[src/design/cbm_cfg_pkg.sv]
`default_nettype none

package cbm_cfg_pkg;

	// System presets, in menu order
	typedef enum logic [2:0] {
		SYS_P500   = 3'd0,
		SYS_B610   = 3'd1,
		SYS_B620   = 3'd2,
		SYS_B710   = 3'd3,
		SYS_B720   = 3'd4,
		SYS_CUSTOM = 3'd5
	} sys_preset_e;

	typedef enum logic {
		MODEL_P = 1'b0,
		MODEL_B = 1'b1
	} model_e;

	typedef enum logic [1:0] {
		RAM_128K = 2'd0,
		RAM_256K = 2'd1,
		RAM_896K = 2'd2
	} ramsize_e;

	// Status bits 10..2, read through the preset field only
	typedef struct packed {
		logic [5:0]  pad;
		sys_preset_e system;
	} cfg_preset_t;

	// Same bits with the custom hardware fields broken out
	typedef struct packed {
		logic        spare;
		logic [1:0]  ram_sel;
		logic        rsvd;
		logic [1:0]  model_sel;
		sys_preset_e system;
	} cfg_custom_t;

	typedef union packed {
		cfg_preset_t preset;
		cfg_custom_t custom;
	} cfg_word_u;

	// Last erased address per model and RAM size
	localparam logic [24:0] ERASE_END_P128 = 25'h001_FFFF;
	localparam logic [24:0] ERASE_END_B128 = 25'h002_FFFF;
	localparam logic [24:0] ERASE_END_P256 = 25'h003_FFFF;
	localparam logic [24:0] ERASE_END_B256 = 25'h004_FFFF;
	localparam logic [24:0] ERASE_END_FULL = 25'h00E_FFFF;

	// Bank 0 holds no RAM on the B machines
	localparam logic [24:0] ERASE_START_B  = 25'h001_0000;

endpackage

`default_nettype wire

[src/design/mem_xfer_pkg.sv]
`default_nettype none

package mem_xfer_pkg;

	localparam int RAM_AW = 25;

	// One byte write headed for main RAM
	typedef struct packed {
		logic [RAM_AW-1:0] addr;
		logic [7:0]        data;
	} wr_req_t;

	// Memory-side port as seen by the SDRAM controller
	typedef struct packed {
		logic              ce;
		logic              we;
		logic [RAM_AW-1:0] addr;
		logic [7:0]        data;
	} ram_port_t;

	// PRG payload lands in the first user bank of each model
	localparam logic [8:0] PRG_BANK_P   = 9'h000;
	localparam logic [8:0] PRG_BANK_B   = 9'h001;

	// BASIC zero page lives in bank 15
	localparam logic [8:0] MEMINIT_BANK = 9'h00F;
	localparam logic [7:0] PTR_TXTTAB   = 8'h2D;
	localparam logic [7:0] PTR_TXTEND   = 8'h2F;

endpackage

`default_nettype wire

[src/design/sys_config_decode.sv]
`timescale 1ns/1ps
`default_nettype none

module sys_config_decode
	import cbm_cfg_pkg::*;
(
	input  cfg_word_u   cfg_i,
	output model_e      model_o,
	output ramsize_e    ramsize_o,
	output logic [24:0] erase_start_o,
	output logic [24:0] erase_end_o
);

	sys_preset_e preset;

	assign preset = cfg_i.preset.system;

	always_comb begin
		if (preset == SYS_CUSTOM) begin
			model_o   = (|cfg_i.custom.model_sel) ? MODEL_B : MODEL_P;
			// Select value 3 is not offered, treat it as the full map
			ramsize_o = cfg_i.custom.ram_sel[1] ? RAM_896K : ramsize_e'(cfg_i.custom.ram_sel);
		end else begin
			model_o = (preset == SYS_P500) ? MODEL_P : MODEL_B;
			if (preset == SYS_P500 || preset == SYS_B610 || preset == SYS_B710)
				ramsize_o = RAM_128K;
			else
				ramsize_o = RAM_256K;
		end
	end

	// Erase range
	always_comb begin
		erase_start_o = (model_o == MODEL_B) ? ERASE_START_B : '0;
		case (ramsize_o)
			RAM_128K: erase_end_o = (model_o == MODEL_B) ? ERASE_END_B128 : ERASE_END_P128;
			RAM_256K: erase_end_o = (model_o == MODEL_B) ? ERASE_END_B256 : ERASE_END_P256;
			default:  erase_end_o = ERASE_END_FULL;
		endcase
	end

endmodule

`default_nettype wire

[src/design/mem_write_gen.sv]
`timescale 1ns/1ps
`default_nettype none

module mem_write_gen
	import cbm_cfg_pkg::*;
	import mem_xfer_pkg::*;
(
	input  logic              clk_sys,
	input  logic              RESET,

	input  model_e            model_i,
	input  logic [RAM_AW-1:0] erase_start_i,
	input  logic [RAM_AW-1:0] erase_end_i,

	input  logic              dl_active_i,
	input  logic              dl_valid_i,
	input  logic [7:0]        dl_byte_i,
	output logic              dl_ready_o,

	input  logic              erase_req_i,
	output logic              erase_busy_o,

	output wr_req_t           req_o,
	output logic              req_valid_o,
	input  logic              req_ready_i
);

	typedef enum logic [1:0] {
		S_IDLE,
		S_LOAD,
		S_INJ,
		S_ERASE
	} gen_state_e;

	gen_state_e        state_q, state_n;
	logic [1:0]        hdr_q, hdr_n;
	logic [15:0]       txt_start_q, txt_start_n;
	logic [15:0]       txt_end_q, txt_end_n;
	logic [1:0]        ptr_idx_q, ptr_idx_n;
	logic [RAM_AW-1:0] erase_addr_q, erase_addr_n;
	wr_req_t           req_q, req_n;
	logic              req_valid_q, req_valid_n;
	logic              dl_ready_q, dl_ready_n;
	logic              busy_q, busy_n;

	logic              out_free;
	logic              dl_fire;
	logic [8:0]        prg_bank;
	logic [7:0]        ptr_off;
	logic [7:0]        ptr_data;
	logic [7:0]        erase_fill;

	// Output register empties this edge or already is
	assign out_free = !req_valid_q || req_ready_i;
	assign dl_fire  = dl_valid_i && dl_ready_q;
	assign prg_bank = (model_i == MODEL_B) ? PRG_BANK_B : PRG_BANK_P;

	// =====================================================================
	// BASIC pointer bytes, TXTTAB then TXTEND, low byte first
	// =====================================================================
	assign ptr_off = (ptr_idx_q[1] ? PTR_TXTEND : PTR_TXTTAB) + {7'd0, ptr_idx_q[0]};

	always_comb begin
		case (ptr_idx_q)
			2'd0:    ptr_data = txt_start_q[7:0];
			2'd1:    ptr_data = txt_start_q[15:8];
			2'd2:    ptr_data = txt_end_q[7:0];
			default: ptr_data = txt_end_q[15:8];
		endcase
	end

	// Checkerboard fill
	assign erase_fill = {8{erase_addr_q[14] ^ erase_addr_q[3] ^ erase_addr_q[2]}};

	// =====================================================================
	// Next state
	// =====================================================================
	always_comb begin
		state_n      = state_q;
		hdr_n        = hdr_q;
		txt_start_n  = txt_start_q;
		txt_end_n    = txt_end_q;
		ptr_idx_n    = ptr_idx_q;
		erase_addr_n = erase_addr_q;
		req_n        = req_q;
		req_valid_n  = req_valid_q && !req_ready_i;

		// Byte 0/1 is the load address, the rest is payload
		if (dl_fire) begin
			case (hdr_q)
				2'd0: begin
					txt_start_n[7:0] = dl_byte_i;
					txt_end_n[7:0]   = dl_byte_i;
					hdr_n            = 2'd1;
				end
				2'd1: begin
					txt_start_n[15:8] = dl_byte_i;
					txt_end_n[15:8]   = dl_byte_i;
					hdr_n             = 2'd2;
				end
				default: begin
					req_n.addr  = {prg_bank, txt_end_q};
					req_n.data  = dl_byte_i;
					req_valid_n = 1'b1;
					txt_end_n   = txt_end_q + 16'd1;
				end
			endcase
		end

		case (state_q)
			S_IDLE: begin
				if (erase_req_i) begin
					state_n      = S_ERASE;
					erase_addr_n = erase_start_i;
				end else if (dl_active_i) begin
					state_n = S_LOAD;
				end
			end
			S_LOAD: begin
				// End of download kicks off the pointer writes
				if (!dl_active_i) begin
					state_n   = S_INJ;
					ptr_idx_n = '0;
				end
			end
			S_INJ: begin
				if (out_free) begin
					req_n.addr  = {MEMINIT_BANK, 8'h00, ptr_off};
					req_n.data  = ptr_data;
					req_valid_n = 1'b1;
					ptr_idx_n   = ptr_idx_q + 2'd1;
					if (ptr_idx_q == 2'd3) begin
						state_n = S_IDLE;
						hdr_n   = '0;
					end
				end
			end
			default: begin
				if (out_free) begin
					req_n.addr  = erase_addr_q;
					req_n.data  = erase_fill;
					req_valid_n = 1'b1;
					if (erase_addr_q == erase_end_i)
						state_n = S_IDLE;
					else
						erase_addr_n = erase_addr_q + 1'b1;
				end
			end
		endcase

		// Busy until the last fill byte has left for the FIFO
		busy_n     = (state_n == S_ERASE) || (busy_q && req_valid_n);
		dl_ready_n = (state_n == S_IDLE || state_n == S_LOAD) && !req_valid_n && !busy_n;
	end

	always_ff @(posedge clk_sys) begin
		if (RESET) begin
			state_q     <= S_IDLE;
			hdr_q       <= '0;
			ptr_idx_q   <= '0;
			req_valid_q <= 1'b0;
			dl_ready_q  <= 1'b0;
			busy_q      <= 1'b0;
		end else begin
			state_q     <= state_n;
			hdr_q       <= hdr_n;
			ptr_idx_q   <= ptr_idx_n;
			req_valid_q <= req_valid_n;
			dl_ready_q  <= dl_ready_n;
			busy_q      <= busy_n;
		end
		txt_start_q  <= txt_start_n;
		txt_end_q    <= txt_end_n;
		erase_addr_q <= erase_addr_n;
		req_q        <= req_n;
	end

	assign req_o        = req_q;
	assign req_valid_o  = req_valid_q;
	assign dl_ready_o   = dl_ready_q;
	assign erase_busy_o = busy_q;

endmodule

`default_nettype wire

[src/design/write_fifo.sv]
`timescale 1ns/1ps
`default_nettype none

module write_fifo
	import mem_xfer_pkg::*;
#(
	parameter int DEPTH = 4
) (
	input  logic    clk_sys,
	input  logic    RESET,

	input  wr_req_t in_i,
	input  logic    in_valid_i,
	output logic    in_ready_o,

	output wr_req_t out_o,
	output logic    out_valid_o,
	input  logic    out_ready_i
);

	localparam int AW = $clog2(DEPTH);

	wr_req_t       mem [DEPTH];
	logic [AW-1:0] wr_ptr;
	logic [AW-1:0] rd_ptr;
	logic [AW:0]   count;
	logic          push;
	logic          pop;

	assign in_ready_o  = (count != (AW+1)'(DEPTH));
	assign out_valid_o = (count != '0);
	assign out_o       = mem[rd_ptr];

	assign push = in_valid_i && in_ready_o;
	assign pop  = out_valid_o && out_ready_i;

	// Pointers wrap naturally, depth is a power of two
	always_ff @(posedge clk_sys) begin
		if (RESET) begin
			wr_ptr <= '0;
			rd_ptr <= '0;
			count  <= '0;
		end else begin
			if (push)
				wr_ptr <= wr_ptr + 1'b1;
			if (pop)
				rd_ptr <= rd_ptr + 1'b1;
			case ({push, pop})
				2'b10:   count <= count + 1'b1;
				2'b01:   count <= count - 1'b1;
				default: count <= count;
			endcase
		end
	end

	// Storage
	always_ff @(posedge clk_sys) begin
		if (push)
			mem[wr_ptr] <= in_i;
	end

endmodule

`default_nettype wire

[src/design/sdram_slot_writer.sv]
`timescale 1ns/1ps
`default_nettype none

module sdram_slot_writer
	import mem_xfer_pkg::*;
(
	input  logic      clk_sys,
	input  logic      RESET,

	input  wr_req_t   req_i,
	input  logic      req_valid_i,
	output logic      req_ready_o,

	input  logic      slot_i,
	output ram_port_t ram_o
);

	logic fire;

	// A request can only leave in a granted slot
	assign req_ready_o = slot_i;
	assign fire        = slot_i && req_valid_i;

	// =====================================================================
	// Memory strobe, one cycle per accepted request
	// =====================================================================
	always_ff @(posedge clk_sys) begin
		if (RESET) begin
			ram_o.ce <= 1'b0;
			ram_o.we <= 1'b0;
		end else begin
			ram_o.ce <= fire;
			ram_o.we <= fire;
		end
	end

	// Address and data only change with a new write
	always_ff @(posedge clk_sys) begin
		if (fire) begin
			ram_o.addr <= req_i.addr;
			ram_o.data <= req_i.data;
		end
	end

endmodule

`default_nettype wire

[src/design/cbm_loader_top.sv]
`timescale 1ns/1ps
`default_nettype none

module cbm_loader_top
	import cbm_cfg_pkg::*;
	import mem_xfer_pkg::*;
#(
	parameter int DEPTH = 4
) (
	input  logic       clk_sys,
	input  logic       RESET,

	// PRG download stream
	input  logic       dl_active_i,
	input  logic       dl_valid_i,
	input  logic [7:0] dl_byte_i,
	output logic       dl_ready_o,

	input  logic       erase_req_i,
	output logic       erase_busy_o,

	input  cfg_word_u  cfg_i,

	// Memory side
	input  logic       slot_i,
	output ram_port_t  ram_o
);

	model_e            model;
	logic [RAM_AW-1:0] erase_start;
	logic [RAM_AW-1:0] erase_end;

	wr_req_t           gen_req;
	logic              gen_valid;
	logic              gen_ready;
	wr_req_t           fifo_req;
	logic              fifo_valid;
	logic              fifo_ready;

	// RAM size only shapes the erase range here
	sys_config_decode u_cfg (
		.cfg_i         (cfg_i),
		.model_o       (model),
		.ramsize_o     (),
		.erase_start_o (erase_start),
		.erase_end_o   (erase_end)
	);

	mem_write_gen u_gen (
		.clk_sys       (clk_sys),
		.RESET         (RESET),
		.model_i       (model),
		.erase_start_i (erase_start),
		.erase_end_i   (erase_end),
		.dl_active_i   (dl_active_i),
		.dl_valid_i    (dl_valid_i),
		.dl_byte_i     (dl_byte_i),
		.dl_ready_o    (dl_ready_o),
		.erase_req_i   (erase_req_i),
		.erase_busy_o  (erase_busy_o),
		.req_o         (gen_req),
		.req_valid_o   (gen_valid),
		.req_ready_i   (gen_ready)
	);

	write_fifo #(
		.DEPTH (DEPTH)
	) u_fifo (
		.clk_sys     (clk_sys),
		.RESET       (RESET),
		.in_i        (gen_req),
		.in_valid_i  (gen_valid),
		.in_ready_o  (gen_ready),
		.out_o       (fifo_req),
		.out_valid_o (fifo_valid),
		.out_ready_i (fifo_ready)
	);

	sdram_slot_writer u_wr (
		.clk_sys     (clk_sys),
		.RESET       (RESET),
		.req_i       (fifo_req),
		.req_valid_i (fifo_valid),
		.req_ready_o (fifo_ready),
		.slot_i      (slot_i),
		.ram_o       (ram_o)
	);

endmodule

`default_nettype wire

[config.mk]
export PLATFORM = sky130hd
export DESIGN_NAME = cbm_loader_top
export DESIGN_NICKNAME = d
export VERILOG_FILES = /design/src/design/cbm_cfg_pkg.sv /design/src/design/mem_xfer_pkg.sv /design/src/design/sys_config_decode.sv /design/src/design/mem_write_gen.sv /design/src/design/write_fifo.sv /design/src/design/sdram_slot_writer.sv /design/src/design/cbm_loader_top.sv
export SDC_FILE = /design/constraint.sdc
export NUM_CORES = 1
export LEC_CHECK = 0
export ABC_AREA = 1
export BUFFER_PORTS_ARGS = -buffer_cell sky130_fd_sc_hd__clkbuf_2
export CAP_MARGIN = 10
export CORE_ASPECT_RATIO = 1.4
export CORE_MARGIN = 5
export CORE_UTILIZATION = 40
export DETAILED_ROUTE_END_ITERATION = 8
export PLACE_DENSITY_LB_ADDON = 0.08
export RECOVER_POWER = 25
export SETUP_SLACK_MARGIN = 0.2
export SLEW_MARGIN = 15
export SYNTH_ARGS = -nofsm -noshare
export SYNTH_HDL_FRONTEND = slang
export SYNTH_SLANG_ARGS = --single-unit
[constraint.sdc]
create_clock -name clk_sys -period 4.7 [get_ports clk_sys]
set_input_delay 0.235 -clock clk_sys [delete_from_list [all_inputs] [get_ports clk_sys]]
set_output_delay 0.235 -clock clk_sys [all_outputs]
set_load 0.02 [all_outputs]
# Yosys cells after proc, flatten, opt, wreduce, memory -nomap -nowiden
# Memory sizes are Yosys's and may differ from the RTL's. A register that Yosys moved wholly into a read port is not among the register bits.
# Cells that the tools add are included.
[word_totals] register_bits=107 out_inout_bits=37 ramBits=132 mem_count=1
[classes] n_mux=47 n_reduce_logical=36 n_addsub=8 bitwise=5 n_eq_ne=20
[memory_table] memory="u_fifo.mem" depth=4 word_bits=33 rd=1 rd_ports_with_merged_regs=1 write_ports=1 line_no="write_fifo.sv:23" rtl="wr_req_t mem [DEPTH];"
[op_table] op="$mux W33" n=4
[op_table] op="$pmux W25 S2" n=2
[op_table] op="$mux W25" n=3
[op_table] op="$pmux W33 S2" n=1
[op_table] op="$mux W2" n=16
[op_table] op="$pmux W8 S2" n=2
[op_table] op="$add A25 B1 Y25 const B" n=1
[op_table] op="$eq A25 B25 Y1" n=1
[op_table] op="$pmux W8 S3" n=1
[op_table] op="$mux W19" n=1
[op_table] op="$mux W18" n=1
[op_table] op="$mux W17" n=1
[op_table] op="$add A16 B1 Y16 const B" n=1
[op_table] op="$eq A2 B1 Y1 const B" n=6
[op_table] op="$mux W1" n=11
[op_table] op="$eq A2 B2 Y1 const B" n=5
[op_table] op="$logic_not A2 Y1" n=5
[op_table] op="$add A8 B1 Y8" n=1
[op_table] op="$pmux W2 S2" n=2
[op_table] op="$reduce_and A2 Y1" n=4
[op_table] op="$reduce_or A2 Y1" n=4
[op_table] op="$logic_and A1 B1 Y1" n=7
[op_table] op="$add A2 B1 Y2 const B" n=3
[op_table] op="$ne A2 B2 Y1 const B" n=3
[op_table] op="18 further kinds" n=30

# Depth between registers and ports, before layout
# Gate-level depths: netlist (run 1).
[depth] word_depth=15 ltp_mapped=15 ltp_nobuf=15

# Modules after synthesis
# From an unflattened synthesis (run 1), not the netlist that was laid out.
[unflattened] cells_unflattened=1245 area_unflattened_um2=12749.7
[by_module_without_submodules] mod="mem_write_gen" area_per_inst_um2=5793.1 cells_per_inst=739 instances=1
[by_module_without_submodules] mod="write_fifo" area_per_inst_um2=5407.7 cells_per_inst=387 instances=1
[by_module_without_submodules] mod="sdram_slot_writer" area_per_inst_um2=1039.7 cells_per_inst=39 instances=1
[by_module_without_submodules] mod="sys_config_decode" area_per_inst_um2=509.2 cells_per_inst=80 instances=1

# Worst setup path after synthesis (run 1)
# Ideal clock, no wire load.
[synth_timing] path_type="flip-flop to flip-flop" from="register u_gen.erase_addr_q[0]" to="register u_gen.erase_addr_q[0] (enable)" path_slack_ns=1.847 setup_ns=0.415 path_stages_with_launch=11 t_required_ns=4.285 path_buffers=0 arrival_time_ns=2.438 period_less_slack_ns=2.853 path_cell_list="edfxtp_1 -> ha_1 -> nand3_2 -> nor2_4 -> nand4_2 -> nor2_1 -> nand3_1 -> nor2_2 -> nand2_1 -> nand3_1 -> a21oi_1"
[synth_between] elab_chain_cells=3
[synth_rtl] item="from (decl)" line_no="mem_write_gen.sv:40" rtl="logic [RAM_AW-1:0] erase_addr_q, erase_addr_n;"
[synth_rtl] item="from (signal assigned)" line_no="mem_write_gen.sv:174" rtl="erase_addr_q <= erase_addr_n;"
[synth_rtl] item="$eq A25 B25 Y1" line_no="mem_write_gen.sv:143" rtl="if (erase_addr_q == erase_end_i)"
[synth_rtl] item="$ne A2 B2 Y1 (no source line)"
[synth_rtl] item="$reduce_and A4 Y1 (no source line)"
# No other way between the ends.
# A chain may end at the register's enable or synchronous reset.

# Final worst setup path (run 1)
[layout_timing] from="register u_gen.state_q[1]" to="register u_gen.erase_addr_q[10] (enable)"
[layout_between] elab_chain_cells=4 word_cells_on_any_way=9 classes_between="eq/ne: 4; bitwise: 1; reduce/logical: 4"
[layout_rtl] item="from (decl)" line_no="mem_write_gen.sv:35" rtl="gen_state_e state_q, state_n;"
[layout_rtl] item="from (signal assigned)" line_no="mem_write_gen.sv:165" rtl="state_q <= state_n;"
[layout_rtl] item="$eq A2 B1 Y1 / $eq A2 B2 Y1 (equally long branches)" line_no="mem_write_gen.sv:110" rtl="case (state_q)"
[layout_rtl] item="$reduce_or A2 Y1 (no source line)"
[layout_rtl] item="$not A1 Y1 (no source line)"
[layout_rtl] item="$reduce_and A4 Y1 (no source line) (*)"
# Every way passes the cells marked *; elsewhere a longest branch is shown, timed or not.

==> metrics.txt, run 1 <==
status=finished, final reports clean; Clk pin slew, worst setup/hold paths=~0.070 ns; CP Launch Type=flop; Hold WS=0.0237 ns; max-cap violations=0; Slew Limit Headroom=a little over a third; Routability Congestion=approximately 0.84; min Tclk post-route=roughly 2.8 ns; EDFF count, synth=~220; skew final=about 0.015 ns; post-route ant nets=0; # nets final=between 1000 and 1500; share of the synthesized area in the top cell type=~58%; crit path cell chain=inv_1 -> ha_1 -> inv_1 -> nand3_1 -> a21oi_4; clk root buf=clkbuf_16; Global Route Usage Sum=between 15 and 20%; HP Class=primary input to flop; largest net degree at the start of global routing=44; clock sink count=roughly 270; I/O Pins=60; f_max=between 0.3 and 0.4 GHz; worst setup path category=flop to flop; CTS tree=yes; Seq/Total Area, Yosys=between 60 and 70%; Synth Flop Type=edfxtp_1; Die X=roughly 150 um; count of cell types in the netlist=between 40 and 50; PortBufs=between 50 and 60; CP endpoint kind=flop; total wire length=around 27000 um; antenna violations before repair=0; vias in the first global route=7679; CTS resizes=0; n_diodes=0; first-pass GRT wire length=between 40000 and 50000 um; syn_nets=about 1100; Design Area, Final=13300 sq um; Core Box Area=between 20000 and 30000 sq um; Reg2Reg Depth=5; Final Hold Fails=0; most used cell along the critical path=inv_1; crit share post-route=60.2%; Max Slew Vio Count=0; largest area contributor in the netlist=edfxtp_1; slowest stage delay, CP=slightly above 0.7 ns; Area Growth Syn to Fin=14.5%; post-CTS setup buffers=0; total power=between 0.008 and 0.009 W; Initial Util=roughly two fifths; crit-path max FO=25; warnings from Yosys=0; Post-Synthesis Cells=~1100; P_leak=slightly below 5 nW; Setup Total Neg Slack=0 ns; Site Rows=between 70 and 80; GRT overflow=0; Post-Syn Area=approximately 12000 sq um; Worst Hold Depth=4; routed vias=between 7000 and 8000; Avg WL per Cell=18.0 um; top post-synthesis cells by area=edfxtp_1 (58%), dfxtp_1 (8.6%), o21ai_0 (5.5%); PD cells=635 nW/um^2; CTS max path bufs=3; CP max stage cell=a21oi_4; post-DP HPWL=between 15000 and 20000 um; DR pass1 iterations=5; total CTS buffers=27; Setup Viol. Count Final=0; WP data arrival=roughly 3 ns; VDD IR-drop max=0.459 mV; top cells by count, synth=edfxtp_1 (222), nor2_1 (136), nand2_1 (135), o21ai_0 (127), inv_1 (81); RSZ-0062 raised after global routing=false; Skew-Pair Late Insertion Delay=about 0.54 ns; fillers=about 2700; CP Data Required Time=between 4 and 5 ns; Post-DP Area=approximately 12000 sq um; Die ar.=approximately 33000 sq um; syn_area_per_cell=~11 sq um; Vias per Instance=roughly 5; worst slew pin tran=0.947 ns; most common cell in the synthesized netlist=edfxtp_1; Die H=211 um; number of synthesized register bits=272; ys async rst share=0%; fraction of layout cells with a size suffix above 1=between 10% and 20%; DRC=0; H-tree depth=1; 1st-iter DRT viols=490
[flip-flops by register name (all words and copies together), names as in the netlist, 2 cells and up]
name,count
u_fifo.mem,132
u_wr.ram_o,34
u_gen.req_o,33
u_gen.erase_addr_q,25
u_gen.txt_end_q,16
u_gen.txt_start_q,16
u_fifo.count,3
u_fifo.rd_ptr,2
u_fifo.wr_ptr,2
u_gen.hdr_q,2
u_gen.ptr_idx_q,2
u_gen.state_q,2
[worst paths after layout]
path,slack (ns),to,startpoint
max,1.87,u_gen.erase_addr_q[10],u_gen.state_q[1]
min,0.02,u_gen.hdr_q[0],dl_valid_i
max reg2reg,1.87,u_gen.erase_addr_q[10],u_gen.state_q[1]
min reg2reg,0.47,u_gen.erase_busy_o,u_gen.erase_busy_o
[kinds of logic (layout without fill, tap and decap cells)]
group | count (synthesis) | after routing | synth area share [%]
AO/OA/AOI/OAI | 272 | 272 | 13.3
buffers and inverters | 132 | 215 | 4.40
AND/OR/NAND/NOR | 343 | 343 | 12.9
adder cells (fa/ha/maj) | 18 | 18 | 2.01
XOR/XNOR | 13 | 13 | 0.983
flip-flops | 272 | 272 | 66.2
multiplexers | 3 | 3 | 0.259
[through the flow]
step	instances	util, %	worst slack, ns
after CTS	1511	46.6	1.81
after global routing	1511	46.5	1.65
final	1511	46.5	1.87
after detailed placement	1451	43.1	1.82
after floorplan	1053	-	1.85
after global placement	1451	43.1	1.84
[routing by layer]
metal  global-route usage [%]  share of wire [%]  wire (um)  up-vias
met3                     1.84                3.2        869       41
li1                         -                  -          -     3870
met5                        0                  0          0        -
met4                     4.81                2.3        623        0
met1                     21.6                 44      12000     3719
met2                     29.2                 50      13700      138
[worst max-delay path, delay by kind of cell, from the launching register on]
family / cells / cell delay [ns]
and+or+nand+nor: 1 / 0.21
adders and majority gates: 1 / 0.49
buffers and inverters: 2 / 0.62
DFF: 1 / 0.41
AOI/OAI and AO/OA: 1 / 0.72
[report_power, final]
group,internal [W],switching [W]
clock,0.00129,0.000893
sequential,0.00349,0.000458
combinational,0.000702,0.00159
total,0.00548,0.00294
[cell type report]
cell class / count / area (sq um) / area share [%]
Clock inverter: 16 / 179 / 1.35
Sequential cell: 272 / 7670 / 57.8
Inverter: 86 / 324 / 2.44
Timing Repair Buffer: 79 / 465 / 3.51
Multi-Input combinational cell: 649 / 3440 / 26.0
Tap cell: 375 / 469 / 3.54
Clock buffer: 34 / 712 / 5.37
[timing repair]
item / 4_1_cts / 5_1_grt
endpoints found under the setup margin: 0 / 0
hold buffers: 10 / 0
endpoints found under the hold margin: 20 / 0
[cell usage in the layout, fill, tap and decap left out, drive strengths merged, types with 25 or more instances in the layout]
master / synthesis / final
edfxtp: 222 / 222
a21oi: 52 / 52
inv: 85 / 85
dfxtp: 50 / 50
nand2: 140 / 140
o21ai: 137 / 137
clkbuf: 39 / 91
o22ai: 43 / 43
nor2: 147 / 147
nand3: 25 / 25
No activity file was read; power rests on OpenSTA's default activity.
==> run 2: changes to the inputs <==
clock period = 2.7 ns   (was 4.7 ns; I/O delays follow)
==> run 2 against run 1 <==
Critical path depth rose by 6. Largest power group unchanged. Die area did not move. Worst hold slack better by 0.093 ns. Largest cell class unchanged. Clock skew is 0.0034 ns lower. Sequential power is 73% higher. Wire length about the same. Global-route usage hardly changed. Combinational power up 83%. Utilization grew 0.33 points. Non-clock buffer count increased by 18. Sequential cell count did not move. Via count up 0.24%.
==> metrics.txt, run 2 (synthesized netlist as in run 1, its figures left out) <==
status=finished, final reports clean; total CTS buffers=27; Worst Hold End=u_gen.erase_addr_q[16]; fraction of layout cells with a size suffix above 1=between 10% and 20%; Global Route Usage Sum=between 15 and 20%; Final WS setup=about 0.56 ns; RSZ-0062 raised after global routing=false; DR pass1 iterations=5; Setup Total Neg Slack=0 ns; Largest register FFs=roughly 130; CP Buf/Inv Count=1; CP Data Required Time=~3 ns; f_max=0.468 GHz; crit path cell chain=ha_1 -> nand3_2 -> nor2_4 -> nand4_2 -> nor2_1 -> nand3_1 -> nor2_2 -> nand2_1 -> nand3_1 -> a21oi_2 -> buf_12; routing usage on met1=20.6%; Vias per Instance=5.10; GRT overflow=0; post-route ant nets=0; Avg WL per Cell=17.9 um; Max Slew Vio Count=0; R2R Path End=u_gen.erase_addr_q[22]; met3 usage=2.27%; Site Rows=73; Reg2Reg Launch Point=u_gen.erase_addr_q[0]; setup slack, reg-to-reg=approximately 0.56 ns; Worst Hold Depth=5; vias in the first global route=7823; Die H=roughly 210 um; PortBufs=57; H-tree depth=1; worst setup path category=flop to flop; I/O Pins=60; Area Growth Syn to Fin=15.3%; P_leak=about 5.0 nW; final core utilization=between 40% and 50%; routed vias=7787; worst slew pin tran=between 0.7 and 0.8 ns; post-CTS setup buffers=0; Skew-Pair Late Insertion Delay=0.53 ns; PD cells=~1100 nW/um^2; skew final=roughly 0.012 ns; slowest stage delay, CP=roughly 0.44 ns; max-cap violations=0; Setup Viol. Count Final=0; Die X=~150 um; crit-path max FO=22; Core Box Area=28500 sq um; Hold WS=approximately 0.12 ns; HP Class=primary input to flop; most common cell after layout, fill and taps aside=edfxtp_1; Slew Limit Headroom=around half; antenna violations before repair=0; highest-count cells in the layout ignoring fill and taps=edfxtp_1 (222), nand2_1 (135), nor2_1 (132); Setup crit start=u_gen.erase_addr_q[0]; CP endpoint kind=flop; Initial Util=just over 40%; most used cell along the critical path=nand3_1; total wire length=between 20000 and 30000 um; VDD IR-drop max=0.565 mV; Final Hold Fails=0; CP delay by family, top=simple AND/OR/NAND/NOR gates; min Tclk post-route=approximately 2.1 ns; clock sink count=roughly 270; WP data arrival=roughly 2.4 ns; # nets final=1174; Clk pin slew, worst setup/hold paths=roughly 0.060 ns; pre-CTS setup slack=0.558 ns; worst hold start=cfg_i[1]; post-DP HPWL=~18000 um; n_diodes=0; Die ar.=between 30000 and 40000 sq um; CTS tree=yes; DRC=0; CP max stage cell=edfxtp_1; Reg2Reg Depth=11; placed insts=approximately 1500; clk root buf=clkbuf_16; 1st-iter DRT viols=around 460; largest net degree at the start of global routing=between 60 and 70; GRT met2 Usage=around 30%; CP Launch Type=flop; Routability Congestion=about 0.84; CTS max path bufs=3; Largest Register=u_fifo.mem; final cell count without fillers=about 1500; layer with the highest usage=met2; first-pass GRT wire length=42500 um; crit share post-route=79.1%
[run 2: changes by cell type in the layout (fill, tap and decap cells not counted), sizes merged]
| cell | delta |
|---|---|
| buf | +17 |
| clkinv | -3 |
| bufinv | -2 |
| clkbuf | +1 |
| dlygate4sd3 | +1 |
| inv | +1 |
[run 2: metrics by stage]
step / total power (W) / cell area [sq um]
CTS: 0.0148 / 13400
global route: 0.0156 / 13400
floorplan: 0.00950 / 11600
global placement: 0.0111 / 12400
detailed placement: 0.0111 / 12400
finish: 0.0146 / 13400
[run 2: cell type report]
cell class / count / area [sq um]
fillers: 2693 / 15100
repair buffers: 97 / 616
well taps: 375 / 469
flip-flops and latches: 272 / 7670
inverters: 86 / 324
multi-input cells: 649 / 3430
clock inverters: 12 / 111
clock buffers: 35 / 736
[run 2: layer usage]
layer | up-vias | wire length [um]
met5 | - | 0
met4 | 0 | 524
met3 | 32 | 964
met2 | 136 | 14000
met1 | 3715 | 11700
li1 | 3904 | -
[run 2: power breakdown]
group	leakage [nW]	switching, W	internal [W]
Clock	0.422	0.00151	0.00210
Combinational	2.07	0.00284	0.00136
Sequential	2.48	0.000742	0.00606
Total	4.97	0.00509	0.00953
[run 2: worst max path at each step]
| stage | cells past startpoint | slack (ns) | to |
|---|---|---|---|
| after floorplan | 9 | 0.27 | u_fifo.count[2] |
| after global placement | 11 | 0.56 | u_gen.erase_addr_q[4] |
| after detailed placement | 11 | 0.56 | u_gen.erase_addr_q[4] |
| after CTS | 11 | 0.54 | u_gen.erase_addr_q[22] |
| after global routing | 10 | 0.38 | u_fifo.count[2] |
| final | 11 | 0.56 | u_gen.erase_addr_q[22] |
[run 2: worst reg2reg max path, delay by kind of cell (launching register included)]
kind	cells	cell delay, ns
adder cells (fa/ha/maj)	1	0.26
buffers and inverters	1	0.23
AND/OR/NAND/NOR	8	0.62
flip-flops	1	0.44
AO/OA/AOI/OAI	1	0.30
[run 2: what timing repair did]
item                                   CTS  global route
hold buffers                            11             0
endpoints found under the hold margin   24             0
gates resized for setup                  0             0
